File: config.mk
export PLATFORM = sky130hd
export DESIGN_NAME = spi_video_ram
export DESIGN_NICKNAME = d
export VERILOG_FILES = /design/src/rtl/vram_pkg.sv /design/src/rtl/display_pixel.sv /design/src/rtl/spi_video_ram.sv /design/src/rtl/sqi_clock_gen.sv /design/src/rtl/sqi_shifter.sv /design/src/rtl/vram_sequencer.sv /design/src/rtl/vram_write_fifo.sv
export SDC_FILE = /design/constraint.sdc
export NUM_CORES = 1
export LEC_CHECK = 0
export ABC_AREA = 1
export BUFFER_PORTS_ARGS = -buffer_cell sky130_fd_sc_hd__buf_2
export CAP_MARGIN = 20
export CORE_MARGIN = 3
export CORE_UTILIZATION = 55
export DETAILED_ROUTE_END_ITERATION = 10
export PLACE_DENSITY_LB_ADDON = 0.3
export SLEW_MARGIN = 20
export SYNTH_ARGS = -nofsm -noshare
export SYNTH_HDL_FRONTEND = slang
export SYNTH_SLANG_ARGS = --single-unit
File: constraint.sdc
create_clock -name clk -period 2.8 [get_ports clk]
set_input_delay 0.42 -clock clk [delete_from_list [all_inputs] [get_ports clk]]
set_output_delay 0.42 -clock clk [all_outputs]
set_load 0.02 [all_outputs]
File: src/rtl/vram_pkg.sv
package vram_pkg;

    // data widths
    localparam int WORD_WIDTH      = 16;
    localparam int VRAM_ADDR_WIDTH = 13;
    localparam int SRAM_ADDR_WIDTH = 24;
    localparam int INSTR_WIDTH     = 8;

    // output buffer plus one spare nibble of zeros
    localparam int SHIFT_WIDTH = SRAM_ADDR_WIDTH + 4;

    localparam int FIFO_DEPTH = 8;

    typedef logic [WORD_WIDTH-1:0]          word_t;
    typedef logic [VRAM_ADDR_WIDTH-1:0]     vram_addr_t;
    typedef logic [SRAM_ADDR_WIDTH-1:0]     sram_addr_t;
    typedef logic [3:0]                     nibble_t;
    typedef logic [7:0]                     sck_count_t;
    typedef logic [9:0]                     pos_t;
    typedef logic signed [9:0]              spos_t;
    typedef logic [$clog2(SHIFT_WIDTH)-1:0] buf_idx_t;

    typedef enum logic [2:0] {
        ST_RESET,
        ST_SET_QUAD,
        ST_IDLE,
        ST_READ,
        ST_WRITE
    } vram_state_e;

    // screen geometry inside the display raster
    localparam int SCREEN_WIDTH     = 512;
    localparam int SCREEN_HEIGHT    = 256;
    localparam int SCREEN_H_OFFSET  = 64;
    localparam int SCREEN_V_OFFSET  = 112;
    localparam int NIBBLES_PER_LINE = SCREEN_WIDTH / 4;

    localparam int CLKS_BEFORE_TRIGGER = 46;

    // 23LC1024 commands
    localparam logic [INSTR_WIDTH-1:0] INS_READ  = 8'h03;
    localparam logic [INSTR_WIDTH-1:0] INS_WRITE = 8'h02;
    localparam logic [INSTR_WIDTH-1:0] INS_EQIO  = 8'h38;
    localparam logic [INSTR_WIDTH-1:0] INS_RSTIO = 8'hFF;

    // serial clocks per transfer phase
    localparam sck_count_t INSTR_SCK = 8'd2;
    localparam sck_count_t ADDR_SCK  = 8'd6;
    localparam sck_count_t DUMMY_SCK = 8'd2;
    localparam sck_count_t WORD_SCK  = 8'd4;

    localparam sck_count_t READ_LINE_SCK =
        INSTR_SCK + ADDR_SCK + DUMMY_SCK + sck_count_t'(NIBBLES_PER_LINE) + 8'd1;
    localparam sck_count_t WRITE_WORD_SCK  = INSTR_SCK + ADDR_SCK + WORD_SCK;
    localparam sck_count_t EQIO_SCK        = 8'd8;
    localparam sck_count_t RSTIO_SCK       = 8'd2;
    localparam sck_count_t SAMPLE_FROM_SCK = INSTR_SCK + ADDR_SCK + DUMMY_SCK;

endpackage

File: src/rtl/display_pixel.sv
module display_pixel
    import vram_pkg::*;
(
    input  spos_t      clks_before_active_i,
    input  logic       display_active_i,
    input  pos_t       display_hpos_i,
    input  pos_t       display_vpos_i,
    input  nibble_t    read_nibble_i,
    output logic       trigger_read_o,
    output sram_addr_t line_addr_o,
    output logic       pixel_out_o
);

    logic     in_line;
    logic     in_col;
    pos_t     row;
    logic [1:0] pix_idx;

    assign in_line = (display_vpos_i >= SCREEN_V_OFFSET) &&
                     (display_vpos_i < SCREEN_V_OFFSET + SCREEN_HEIGHT);
    assign in_col  = (display_hpos_i >= SCREEN_H_OFFSET) &&
                     (display_hpos_i < SCREEN_H_OFFSET + SCREEN_WIDTH);

    // fires a fixed number of clks ahead of the first screen pixel
    assign trigger_read_o = in_line &&
        (clks_before_active_i == spos_t'(CLKS_BEFORE_TRIGGER - SCREEN_H_OFFSET));

    // 64 bytes per screen line
    assign row         = display_vpos_i - pos_t'(SCREEN_V_OFFSET);
    assign line_addr_o = sram_addr_t'({row, 6'b000000});

    // first pixel of a nibble sits in bit 3
    assign pix_idx = ~display_hpos_i[1:0];

    assign pixel_out_o = display_active_i && in_line && in_col && !read_nibble_i[pix_idx];

endmodule

File: src/rtl/spi_video_ram.sv
module spi_video_ram
    import vram_pkg::*;
(
    input  logic       clk,
    input  logic       reset,
    output logic       initialized_o,
    input  spos_t      clks_before_active_i,
    input  logic       display_active_i,
    input  pos_t       display_hpos_i,
    input  pos_t       display_vpos_i,
    output logic       pixel_out_o,
    input  logic       hack_clk_rise_edge_i,
    input  logic       hack_write_i,
    input  vram_addr_t hack_addr_i,
    input  word_t      hack_data_i,
    output logic       sram_cs_n_o,
    output logic       sram_sck_o,
    output logic       sram_sio_oe_o,
    output nibble_t    sram_sio_o,
    input  nibble_t    sram_sio_i
);

    logic       fifo_pop;
    logic       fifo_full;
    logic       fifo_empty;
    vram_addr_t head_addr;
    word_t      head_data;
    logic       trigger_read;
    sram_addr_t line_addr;
    logic       sck_run;
    logic       sck_slow;
    sck_count_t sck_count;
    logic       sck_rise;
    logic       sck_fall;
    logic       load;
    sram_addr_t load_word;
    logic       quad_mode;
    logic       sample_en;
    nibble_t    read_nibble;

    vram_write_fifo u_write_fifo (
        .clk         (clk),
        .reset       (reset),
        .push_i      (hack_clk_rise_edge_i & hack_write_i),
        .push_addr_i (hack_addr_i),
        .push_data_i (hack_data_i),
        .pop_i       (fifo_pop),
        .head_addr_o (head_addr),
        .head_data_o (head_data),
        .full_o      (fifo_full),
        .empty_o     (fifo_empty)
    );

    vram_sequencer u_sequencer (
        .clk            (clk),
        .reset          (reset),
        .trigger_read_i (trigger_read),
        .line_addr_i    (line_addr),
        .fifo_empty_i   (fifo_empty),
        .head_addr_i    (head_addr),
        .head_data_i    (head_data),
        .sck_count_i    (sck_count),
        .fifo_pop_o     (fifo_pop),
        .sck_run_o      (sck_run),
        .sck_slow_o     (sck_slow),
        .load_o         (load),
        .load_word_o    (load_word),
        .quad_mode_o    (quad_mode),
        .sample_en_o    (sample_en),
        .sram_cs_n_o    (sram_cs_n_o),
        .sram_sio_oe_o  (sram_sio_oe_o),
        .initialized_o  (initialized_o)
    );

    sqi_clock_gen u_clock_gen (
        .clk         (clk),
        .reset       (reset),
        .run_i       (sck_run),
        .slow_i      (sck_slow),
        .sck_o       (sram_sck_o),
        .sck_count_o (sck_count),
        .sck_rise_o  (sck_rise),
        .sck_fall_o  (sck_fall)
    );

    sqi_shifter u_shifter (
        .clk           (clk),
        .reset         (reset),
        .load_i        (load),
        .load_word_i   (load_word),
        .quad_mode_i   (quad_mode),
        .sck_rise_i    (sck_rise),
        .sck_fall_i    (sck_fall),
        .sample_en_i   (sample_en),
        .sio_i         (sram_sio_i),
        .sio_o         (sram_sio_o),
        .read_nibble_o (read_nibble)
    );

    display_pixel u_display_pixel (
        .clks_before_active_i (clks_before_active_i),
        .display_active_i     (display_active_i),
        .display_hpos_i       (display_hpos_i),
        .display_vpos_i       (display_vpos_i),
        .read_nibble_i        (read_nibble),
        .trigger_read_o       (trigger_read),
        .line_addr_o          (line_addr),
        .pixel_out_o          (pixel_out_o)
    );

endmodule

File: src/rtl/sqi_clock_gen.sv
module sqi_clock_gen
    import vram_pkg::*;
(
    input  logic       clk,
    input  logic       reset,
    input  logic       run_i,
    input  logic       slow_i,
    output logic       sck_o,
    output sck_count_t sck_count_o,
    output logic       sck_rise_o,
    output logic       sck_fall_o
);

    logic started;
    logic phase;
    logic toggle;

    // one idle clk after run goes high, so data is set up before the first rise
    // slow mode toggles on every other clk
    assign toggle = started && (!slow_i || !phase);

    always_ff @(posedge clk) begin
        if (reset || !run_i) begin
            started     <= 1'b0;
            phase       <= 1'b0;
            sck_o       <= 1'b0;
            sck_count_o <= '0;
            sck_rise_o  <= 1'b0;
            sck_fall_o  <= 1'b0;
        end else begin
            started    <= 1'b1;
            sck_rise_o <= toggle && !sck_o;
            sck_fall_o <= toggle && sck_o;
            if (started) begin
                phase <= !phase;
            end
            if (toggle) begin
                sck_o <= !sck_o;
            end
            // count serial clock rises of this transaction
            if (toggle && !sck_o) begin
                sck_count_o <= sck_count_o + 1'b1;
            end
        end
    end

endmodule

File: src/rtl/sqi_shifter.sv
module sqi_shifter
    import vram_pkg::*;
(
    input  logic       clk,
    input  logic       reset,
    input  logic       load_i,
    input  sram_addr_t load_word_i,
    input  logic       quad_mode_i,
    input  logic       sck_rise_i,
    input  logic       sck_fall_i,
    input  logic       sample_en_i,
    input  nibble_t    sio_i,
    output nibble_t    sio_o,
    output nibble_t    read_nibble_o
);

    // low nibble stays zero so an exhausted buffer sends zeros
    logic [SHIFT_WIDTH-1:0] out_buf;
    buf_idx_t               bit_idx;

    always_ff @(posedge clk) begin
        if (reset) begin
            out_buf <= '0;
            bit_idx <= buf_idx_t'(3);
        end else begin
            if (sck_rise_i && bit_idx > buf_idx_t'(3)) begin
                if (quad_mode_i) begin
                    bit_idx <= bit_idx - buf_idx_t'(4);
                end else begin
                    bit_idx <= bit_idx - buf_idx_t'(1);
                end
            end
            // a new phase overrides the shift on the same clk
            if (load_i) begin
                out_buf <= {load_word_i, 4'b0000};
                bit_idx <= buf_idx_t'(SHIFT_WIDTH - 1);
            end
        end
    end

    always_comb begin
        if (quad_mode_i) begin
            sio_o = out_buf[bit_idx -: 4];
        end else begin
            // spi mode, hold_n on sio3 kept high
            sio_o = {1'b1, 2'b00, out_buf[bit_idx]};
        end
    end

    // sram drives data on the falling edge
    always_ff @(posedge clk) begin
        if (sck_fall_i && sample_en_i) begin
            read_nibble_o <= sio_i;
        end
    end

endmodule

File: src/rtl/vram_sequencer.sv
module vram_sequencer
    import vram_pkg::*;
(
    input  logic       clk,
    input  logic       reset,
    input  logic       trigger_read_i,
    input  sram_addr_t line_addr_i,
    input  logic       fifo_empty_i,
    input  vram_addr_t head_addr_i,
    input  word_t      head_data_i,
    input  sck_count_t sck_count_i,
    output logic       fifo_pop_o,
    output logic       sck_run_o,
    output logic       sck_slow_o,
    output logic       load_o,
    output sram_addr_t load_word_o,
    output logic       quad_mode_o,
    output logic       sample_en_o,
    output logic       sram_cs_n_o,
    output logic       sram_sio_oe_o,
    output logic       initialized_o
);

    vram_state_e state;
    logic        read_pending;
    vram_addr_t  wr_addr;
    word_t       wr_data;
    word_t       data_rev;
    sck_count_t  last_count;
    logic        at_boundary;

    assign sck_run_o   = (state != ST_IDLE);
    assign sck_slow_o  = (state == ST_READ);
    assign quad_mode_o = (state != ST_SET_QUAD);
    assign sample_en_o = (state == ST_READ) && (sck_count_i >= SAMPLE_FROM_SCK);

    // reads only start on an empty fifo, so a waiting word always means write
    assign fifo_pop_o = (state == ST_IDLE) && initialized_o && !fifo_empty_i;

    // one load per phase, on the first clk its count is seen
    assign load_o = at_boundary && (sck_count_i != last_count);

    always_ff @(posedge clk) begin
        if (reset) begin
            state         <= ST_RESET;
            initialized_o <= 1'b0;
            read_pending  <= 1'b0;
        end else begin
            case (state)
                ST_RESET: begin
                    if (sck_count_i == RSTIO_SCK) begin
                        state <= ST_IDLE;
                    end
                end
                ST_SET_QUAD: begin
                    if (sck_count_i == EQIO_SCK) begin
                        state         <= ST_IDLE;
                        initialized_o <= 1'b1;
                    end
                end
                ST_IDLE: begin
                    if (trigger_read_i) begin
                        read_pending <= 1'b1;
                    end
                    if (!initialized_o) begin
                        state <= ST_SET_QUAD;
                    end else if (fifo_empty_i && read_pending) begin
                        state        <= ST_READ;
                        read_pending <= 1'b0;
                    end else if (!fifo_empty_i) begin
                        state <= ST_WRITE;
                    end
                end
                ST_READ: begin
                    if (sck_count_i == READ_LINE_SCK) begin
                        state <= ST_IDLE;
                    end
                end
                ST_WRITE: begin
                    if (sck_count_i == WRITE_WORD_SCK) begin
                        state <= ST_IDLE;
                    end
                end
                default: state <= ST_IDLE;
            endcase
        end
    end

    // hold the popped word for the whole write
    always_ff @(posedge clk) begin
        if (fifo_pop_o) begin
            wr_addr <= head_addr_i;
            wr_data <= head_data_i;
        end
    end

    always_ff @(posedge clk) begin
        if (reset || state == ST_IDLE) begin
            last_count <= '1;
        end else begin
            last_count <= sck_count_i;
        end
    end

    always_ff @(posedge clk) begin
        if (reset) begin
            sram_cs_n_o   <= 1'b1;
            sram_sio_oe_o <= 1'b1;
        end else begin
            sram_cs_n_o   <= (state == ST_IDLE);
            sram_sio_oe_o <= !sample_en_o;
        end
    end

    always_comb begin
        at_boundary = 1'b0;
        load_word_o = '0;
        // screen expects the first pixel in bit 0
        data_rev    = {<<{wr_data}};
        case (state)
            ST_RESET: begin
                if (sck_count_i == '0) begin
                    at_boundary = 1'b1;
                    load_word_o = {INS_RSTIO, {(SRAM_ADDR_WIDTH - INSTR_WIDTH){1'b0}}};
                end
            end
            ST_SET_QUAD: begin
                if (sck_count_i == '0) begin
                    at_boundary = 1'b1;
                    load_word_o = {INS_EQIO, {(SRAM_ADDR_WIDTH - INSTR_WIDTH){1'b0}}};
                end
            end
            ST_READ: begin
                if (sck_count_i == '0) begin
                    at_boundary = 1'b1;
                    load_word_o = {INS_READ, {(SRAM_ADDR_WIDTH - INSTR_WIDTH){1'b0}}};
                end else if (sck_count_i == INSTR_SCK) begin
                    at_boundary = 1'b1;
                    load_word_o = line_addr_i;
                end
            end
            ST_WRITE: begin
                if (sck_count_i == '0) begin
                    at_boundary = 1'b1;
                    load_word_o = {INS_WRITE, {(SRAM_ADDR_WIDTH - INSTR_WIDTH){1'b0}}};
                end else if (sck_count_i == INSTR_SCK) begin
                    // two sram bytes per cpu word
                    at_boundary = 1'b1;
                    load_word_o = sram_addr_t'({wr_addr, 1'b0});
                end else if (sck_count_i == INSTR_SCK + ADDR_SCK) begin
                    at_boundary = 1'b1;
                    load_word_o = {data_rev, {(SRAM_ADDR_WIDTH - WORD_WIDTH){1'b0}}};
                end
            end
            default: begin
                at_boundary = 1'b0;
            end
        endcase
    end

endmodule

File: src/rtl/vram_write_fifo.sv
module vram_write_fifo
    import vram_pkg::*;
(
    input  logic       clk,
    input  logic       reset,
    input  logic       push_i,
    input  vram_addr_t push_addr_i,
    input  word_t      push_data_i,
    input  logic       pop_i,
    output vram_addr_t head_addr_o,
    output word_t      head_data_o,
    output logic       full_o,
    output logic       empty_o
);

    vram_addr_t addr_mem [FIFO_DEPTH];
    word_t      data_mem [FIFO_DEPTH];

    logic [$clog2(FIFO_DEPTH)-1:0] wr_ptr;
    logic [$clog2(FIFO_DEPTH)-1:0] rd_ptr;
    logic [$clog2(FIFO_DEPTH):0]   count;
    logic                          push_ok;
    logic                          pop_ok;

    // a write offered while full is simply lost
    assign push_ok = push_i && !full_o;
    assign pop_ok  = pop_i && !empty_o;

    assign full_o      = (count == FIFO_DEPTH);
    assign empty_o     = (count == '0);
    assign head_addr_o = addr_mem[rd_ptr];
    assign head_data_o = data_mem[rd_ptr];

    always_ff @(posedge clk) begin
        if (push_ok) begin
            addr_mem[wr_ptr] <= push_addr_i;
            data_mem[wr_ptr] <= push_data_i;
        end
    end

    always_ff @(posedge clk) begin
        if (reset) begin
            wr_ptr <= '0;
            rd_ptr <= '0;
            count  <= '0;
        end else begin
            if (push_ok) begin
                wr_ptr <= wr_ptr + 1'b1;
            end
            if (pop_ok) begin
                rd_ptr <= rd_ptr + 1'b1;
            end
            case ({push_ok, pop_ok})
                2'b10:   count <= count + 1'b1;
                2'b01:   count <= count - 1'b1;
                default: count <= count;
            endcase
        end
    end

endmodule

# --- Word-level counts from Yosys, hierarchy flattened ---
# Memories as Yosys holds them, arrays and structs flattened. A register that Yosys moved wholly into a read port is not among the register bits.
# Index checks and enable logic that the tools add are counted.
op_classes:
  n_addsub: 8
  multipliers: 0
  div: 0
  n_lt_le_gt_ge: 8
  eq_ne: 20
  shift: 1
  mux: 38
  n_bitwise: 2
  reduce_logical: 38
ops:
  columns: ["op", "n"]
  rows:
  - ["24-bit two-way mux", 5]
  - ["24-bit case mux with 4 select lines", 1]
  - ["31-bit by 6-bit indexed part select with 4-bit output", 1]
  - ["22-bit two-way mux", 1]
  - ["3-bit two-way mux", 7]
  - ["10-bit by 7-bit greater-or-equal comparator with 1-bit output (second input constant)", 2]
  - ["1-bit logical AND", 18]
  - ["8-bit by 4-bit == test with 1-bit output (second input constant)", 2]
  - ["16-bit two-way mux", 1]
  - ["5-bit two-way mux", 3]
  - ["3-bit case mux with 5 select lines", 1]
  - ["1-bit two-way mux", 14]
  - ["10-bit by 6-bit == test with 1-bit output (second input constant)", 1]
  - ["10-bit less-than comparator (second input constant)", 1]
  - ["10-bit by 9-bit less-than comparator with 1-bit output (second input constant)", 1]
  - ["10-bit by 7-bit subtractor with 10-bit output (second input constant)", 1]
  - ["8-bit by 1-bit adder with 8-bit output (second input constant)", 1]
  - ["8-bit by 2-bit == test with 1-bit output (second input constant)", 1]
  - ["8-bit == test (second input constant)", 1]
  - ["8-bit by 4-bit greater-or-equal comparator with 1-bit output (second input constant)", 1]
  - ["1-bit zero test", 8]
  - ["8-bit zero test", 1]
  - ["8-bit != test", 1]
  - ["4-bit case mux with 2 select lines", 1]
  - ["32 further kinds", 40]
word_totals:
  register_bits: 71
  latch_bits: 0
  ram_bits: 232
  romBits: 0
  in_bits: 68
  output_inout_bits: 9
  word_cells: 136
  mem_count: 2
mem_list:
  columns: ["memory", "words", "width", "rd", "rd_clocked_by_memory_dff", "write_ports", "line_no", "rtl"]
  rows:
  - ["u_write_fifo.data_mem", 8, 16, 1, 1, 1, "vram_write_fifo.sv:17", "word_t data_mem [FIFO_DEPTH];"]
  - ["u_write_fifo.addr_mem", 8, 13, 1, 1, 1, "vram_write_fifo.sv:16", "vram_addr_t addr_mem [FIFO_DEPTH];"]

# --- Depth between registers and ports, before layout ---
logic_depth:
  ltp_word: 7
  ltp_mapped: 15
  ltp_nobuf: 15

# --- By module ---
# From an unflattened synthesis, not the netlist that was laid out.
hier_totals:
  hier_cells: 1472
  hier_area_um2: 14890.5
modules_own_cells:
  columns: ["module", "instances", "cells_per_inst", "area_per_inst_um2", "seq_area_each_um2"]
  rows:
  - ["vram_write_fifo", 1, 749, 9756.9, 7226.9]
  - ["vram_sequencer", 1, 261, 2184.6, 1171.1]
  - ["sqi_shifter", 1, 327, 2028.2, 700.7]
  - ["sqi_clock_gen", 1, 74, 561.8, 260.2]
  - ["display_pixel", 1, 59, 351.6, 0.0]
  - ["spi_video_ram", 1, 2, 7.5, 0.0]

# --- Worst setup path after synthesis ---
# No wires, ideal clock.
synth_path:
  kind: "reg2reg"
  startpoint: "register u_sequencer.initialized_o"
  endpoint: "register u_write_fifo.count[3]"
  setup_time_ps: 113
  arrival_time_ps: 2592
  required_ps: 2687
  setup_slack_ps: 95
  stages_incl_launch_ff: 13
  n_path_buf: 0
  synth_period_minus_slack_ps: 2705
  path_cell_list: "dfxtp_1 inv_1 nor2_1 nand2_1 inv_1 ha_1 ha_1 a21oi_1 nand2_1 o21ai_0 nand2_1 nand2_1 nor2_1"
synth_between:
  elab_chain_len: 5
  elab_cells_between_ends: 7
  classes_between: "eq/ne (2); mux (1); reduce/logical (4)"
synth_rtl:
  columns: ["item", "line_no", "rtl"]
  rows:
  - ["start, declared", "vram_sequencer.sv:21", "output logic initialized_o"]
  - ["start signal, assigned", "vram_sequencer.sv:46", "initialized_o <= 1'b0;"]
  - ["start signal, assigned", "vram_sequencer.sv:58", "initialized_o <= 1'b1;"]
  - ["1-bit logical AND (*) (2 in series)", "vram_sequencer.sv:38", "assign fifo_pop_o = (state == ST_IDLE) && initialized_o && !fifo_empty_i;"]
  - ["named net fifo_pop", "spi_video_ram.sv:23", "logic fifo_pop;"]
  - ["1-bit logical AND (*)", "vram_write_fifo.sv:27", "assign pop_ok = pop_i && !empty_o;"]
  - ["2-bit by 1-bit == test with 1-bit output / 2-bit == test (equally long branches)", "vram_write_fifo.sv:53", "case ({push_ok, pop_ok})"]
  - ["4-bit case mux with 2 select lines / 2-bit nonzero test (equally long branches)", null, null]
  - ["end signal, assigned", "vram_write_fifo.sv:54", "2'b10: count <= count + 1'b1;"]
  - ["end signal, assigned", "vram_write_fifo.sv:55", "2'b01: count <= count - 1'b1;"]
  - ["end signal, assigned", "vram_write_fifo.sv:56", "default: count <= count;"]
  - ["end, declared", "vram_write_fifo.sv:21", "logic [$clog2(FIFO_DEPTH):0] count;"]
# Mark *: on every way through the listed nets, which the timed path passes. The rest lies on a longest branch.
# A chain may end at the register's enable or synchronous reset.

# --- Final worst setup path ---
layout_path:
  startpoint: "register u_shifter.bit_idx[0]"
  endpoint: "output port sram_sio_o[0]"
layout_between:
  elab_chain_len: 3
  elab_cells_between_ends: 4
  classes_between: "shift (1); mux (3)"
layout_rtl:
  columns: ["item", "line_no", "rtl"]
  rows:
  - ["start, declared", "sqi_shifter.sv:19", "buf_idx_t bit_idx;"]
  - ["start signal, assigned", "sqi_shifter.sv:24", "bit_idx <= buf_idx_t'(3);"]
  - ["start signal, assigned", "sqi_shifter.sv:28", "bit_idx <= bit_idx - buf_idx_t'(4);"]
  - ["start signal, assigned", "sqi_shifter.sv:30", "bit_idx <= bit_idx - buf_idx_t'(1);"]
  - ["1-bit binary-select mux with 5-bit select", "sqi_shifter.sv:46", "sio_o = {1'b1, 2'b00, out_buf[bit_idx]};"]
  - ["1-bit two-way mux (not written as such)", "sqi_shifter.sv:46", null]
  - ["4-bit two-way mux (*)", "sqi_shifter.sv:42", "if (quad_mode_i) begin"]
  - ["end, declared", "spi_video_ram.sv:19", "output nibble_t sram_sio_o,"]
# Mark *: on every way between the ends. The rest lies on a longest branch, timed or not. The select of a mux whose other input is x is not followed.

==> results.json <==
{
  "io_pins": 77,
  "peakVddDrop_mv": 0.5688,
  "final-setup-viol-count": 0,
  "grt_max_degree": 118,
  "power_report.internal_total_mw": 8.720,
  "rsz0062_at_grt": "false",
  "busiest_layer": "met2",
  "max_freq_mhz": 389.3,
  "finalNonFillerCells": 1828,
  "crit_required_ns": 2.38,
  "worst_slew_margin_rel_pct": 58.40,
  "clock_path_buffers": 3,
  "synth_flop_cell": "edfxtp_1",
  "syn_nets": 1486,
  "synth-edff-count": 265,
  "tns_ns": 0,
  "die_h_um": 167.7,
  "drive_gt1_share_pct": 13.03,
  "dp_cells": 1763,
  "area_delta_synth_final_pct": 13.36,
  "grt_use_met2_pct": 36.37,
  "crit_top_cell": "nand2_1",
  "hold_buffers": 0,
  "r2r_start": "u_write_fifo.count[1]$_SDFFE_PP0P_",
  "power.density_mw_per_mm2": 715.9,
  "cts_buffers": 34,
  "ys_seq_elements": 331,
  "io_buffers": 72,
  "path_max_fanout": 21,
  "cp-end-kind": "output port",
  "cp-start-kind": "register",
  "min-delay-start": "sram_sio_i[1]",
  "path_buf_inv": 3,
  "h-tree-depth": 2,
  "drt-total-wl_um": 30470,
  "start_util_pct": 56.45,
  "startpoint": "u_shifter.bit_idx[0]$_SDFFE_PP1P_",
  "final_hold_viol_count": 0,
  "p_sw_mw": 2.951,
  "drv_slew": 0,
  "antenna_left": 0,
  "grt_util_met1_pct": 28.88,
  "wire_per_inst_um": 16.67,
  "drt_iter0_markers": 970,
  "synth_area_leaders": "edfxtp_1 55%, dfxtp_1 9.2%, nand2_1 8.8%",
  "leakage_nw": 6.098,
  "grt_use_total_pct": 21.42,
  "pwr-share-clk_pct": 38.9,
  "synthCells": 1405,
  "hold_class": "input pin to register",
  "syn_area_per_cell_sq_um": 10.23,
  "syn_area_sq_mm": 0.01438,
  "nNetsFinal": 1552,
  "gr-total-overflow": 0,
  "route.detailed.drc": 0,
  "synth_most_common_cell": "nand2_1",
  "synth_top_area_share_pct": 55.34,
  "dieArea_sq_mm": 0.02812,
  "die_w_um": 167.7,
  "viasPerCell": 5.583,
  "coreArea_sq_mm": 0.02547,
  "ys_types": 44,
  "critical_path.slowest_cell": "dfxtp_1",
  "cp.arrival_ns": 2.15,
  "synthTopCellsByCount": "339 x nand2_1, 265 x edfxtp_1, 251 x nor2_1, 99 x o21ai_0, 68 x inv_1",
  "grt_pass1_wl_um": 48580,
  "cts.clk_slew.worst_paths_ns": 0.06,
  "seq_power_share_pct": 48.1,
  "antenna_found_initial": 4,
  "clock_latency_ns": 0.51,
  "grt_pass1_vias": 9606,
  "crit_family": "simple AND/OR/NAND/NOR gates",
  "vias": 10210,
  "use_met3_pct": 3.423,
  "async_flop_share_pct": 0,
  "cts-root-buf": "clkbuf_16",
  "first_pass_iters": 5,
  "row_count": 58,
  "swShare_pct": 25.28,
  "finalCritPeriodShare_pct": 91.74,
  "cts_tree": "yes",
  "synth_area_leader_cell": "edfxtp_1",
  "tightest_slew_ns": 0.6233,
  "gp_congestion": 0.8679,
  "finalClockSkew_ns": 0.02952,
  "ys_seq_area_share_pct": 64.53,
  "cp_cell_sequence": "buf_6 -> clkinvlp_4 -> nand2_1 -> nand2_1 -> nand2_1 -> nand2_1 -> nor2_1 -> nor2_1 -> nor2_1 -> nand2_1 -> nand2_1 -> nand2_1 -> buf_2",
  "cap_violations": 0,
  "hpwl_um": 18240,
  "layout_min_cycle_time_ns": 2.569,
  "p_comb_share_pct": 13.0,
  "status": "complete, no violations",
  "cts.sinks": 331,
  "critPathKind": "register to output port",
  "cpPeakStageDelay_ns": 0.34,
  "synth_warnings": 0
}
metal layers:
| metal | vias up | part of all wire [%] | wire [um] |
|---|---|---|---|
| met5 | - | 0.11 | 34 |
| met4 | 4 | 2.3 | 690 |
| met3 | 54 | 6.7 | 2036 |
| met2 | 326 | 49 | 14880 |
| met1 | 4866 | 42 | 12830 |
| li1 | 4956 | - | - |
path summary, 6_finish.rpt:
check,endpoint,cells past startpoint,slack (ns)
max,sram_sio_o[0],13,0.23
max reg2reg,u_write_fifo.count[3]$_SDFFE_PP0P_,14,0.48
min reg2reg,u_shifter.out_buf[16]$_SDFFE_PP0P_,2,0.45
min,u_shifter.read_nibble_o[1]$_DFFE_PP_,1,0.09
power by group through the flow:
stage               logic [mW]  clock network, mW  registers (mW)
finish                    1.52               4.54            5.61
global route              1.73               4.86            5.63
CTS                       1.52               4.63            5.61
detailed placement        1.51                  0            5.71
global placement          1.49                  0            5.71
floorplan                 1.16                  0            5.69
layout by cell type, fill, tap and decap left out, drive strengths merged:
| cell | instances |
|---|---|
| o21ai | 114 |
| o22ai | 1 |
| or2 | 3 |
| clkbuf | 40 |
| o21bai | 1 |
| nand2 | 345 |
| o32ai | 58 |
| dfxtp | 66 |
| o21a | 1 |
| a21oi | 36 |
| xnor2 | 9 |
| fa | 1 |
| diode | 2 |
| edfxtp | 265 |
| inv | 72 |
| buf | 97 |
| and3 | 1 |
| ha | 12 |
| a31oi | 2 |
| nand3b | 1 |
| nor3b | 2 |
| nand3 | 64 |
| nor2b | 1 |
| a22oi | 1 |
| xor2 | 6 |
| clkinvlp | 3 |
| bufinv | 5 |
| nor2 | 257 |
| o211ai | 1 |
| nor3 | 5 |
| clkinv | 18 |
| nand4 | 7 |
| and2 | 1 |
kinds of logic after synthesis:
kind of cell	synth area share [%]
adders and majority gates	1.183
xor gates and xnor gates	0.9136
and+or+nand+nor	19.67
DFF	64.53
buffers and inverters	4.272
AOI/OAI and AO/OA	9.432
cell type report:
cell class,instances,area (sq um)
diodes,2,5.005
clock buffers,40,893.4
clock inverters,21,240.2
fillers,2023,9170
inverters,75,287.8
multi-input cells,930,4547
flip-flops and latches,331,9286
well taps,330,412.9
repair buffers,97,614.3
repair inverters,2,15.01
sequential cells by signal, indices dropped and copies added (netlist names), 3 cells and up, named ones only:
register                 cells
u_sequencer.state            3
u_sequencer.last_count       8
u_write_fifo.addr_mem      104
u_clock_gen.sck_count_o      8
u_shifter.read_nibble_o      4
u_write_fifo.data_mem      128
u_write_fifo.count           4
u_sequencer.wr_addr         13
u_write_fifo.rd_ptr          3
u_sequencer.wr_data         16
u_shifter.bit_idx            4
u_shifter.out_buf           23
u_write_fifo.wr_ptr          3
through the flow:
step	utilization (%)	hold WS, ns	power, mW	cell area (sq um)	setup WS (ns)
after floorplan	-	0.4188	6.849	14380	0.09456
after global placement	59.44	0.4346	7.191	15140	0.5356
after detailed placement	59.44	0.4335	7.225	15140	0.4775
after CTS	63.89	0.07072	11.76	16270	0.05309
after global routing	64.00	0.07573	12.22	16300	0.02774
final	64.00	0.09097	11.67	16300	0.2312
repair_timing:
action,in CTS,in global routing
resized for setup,0,4
buffers inserted,0,0
setup endpoints to repair,0,4
Power figures use the tool's default switching activity.
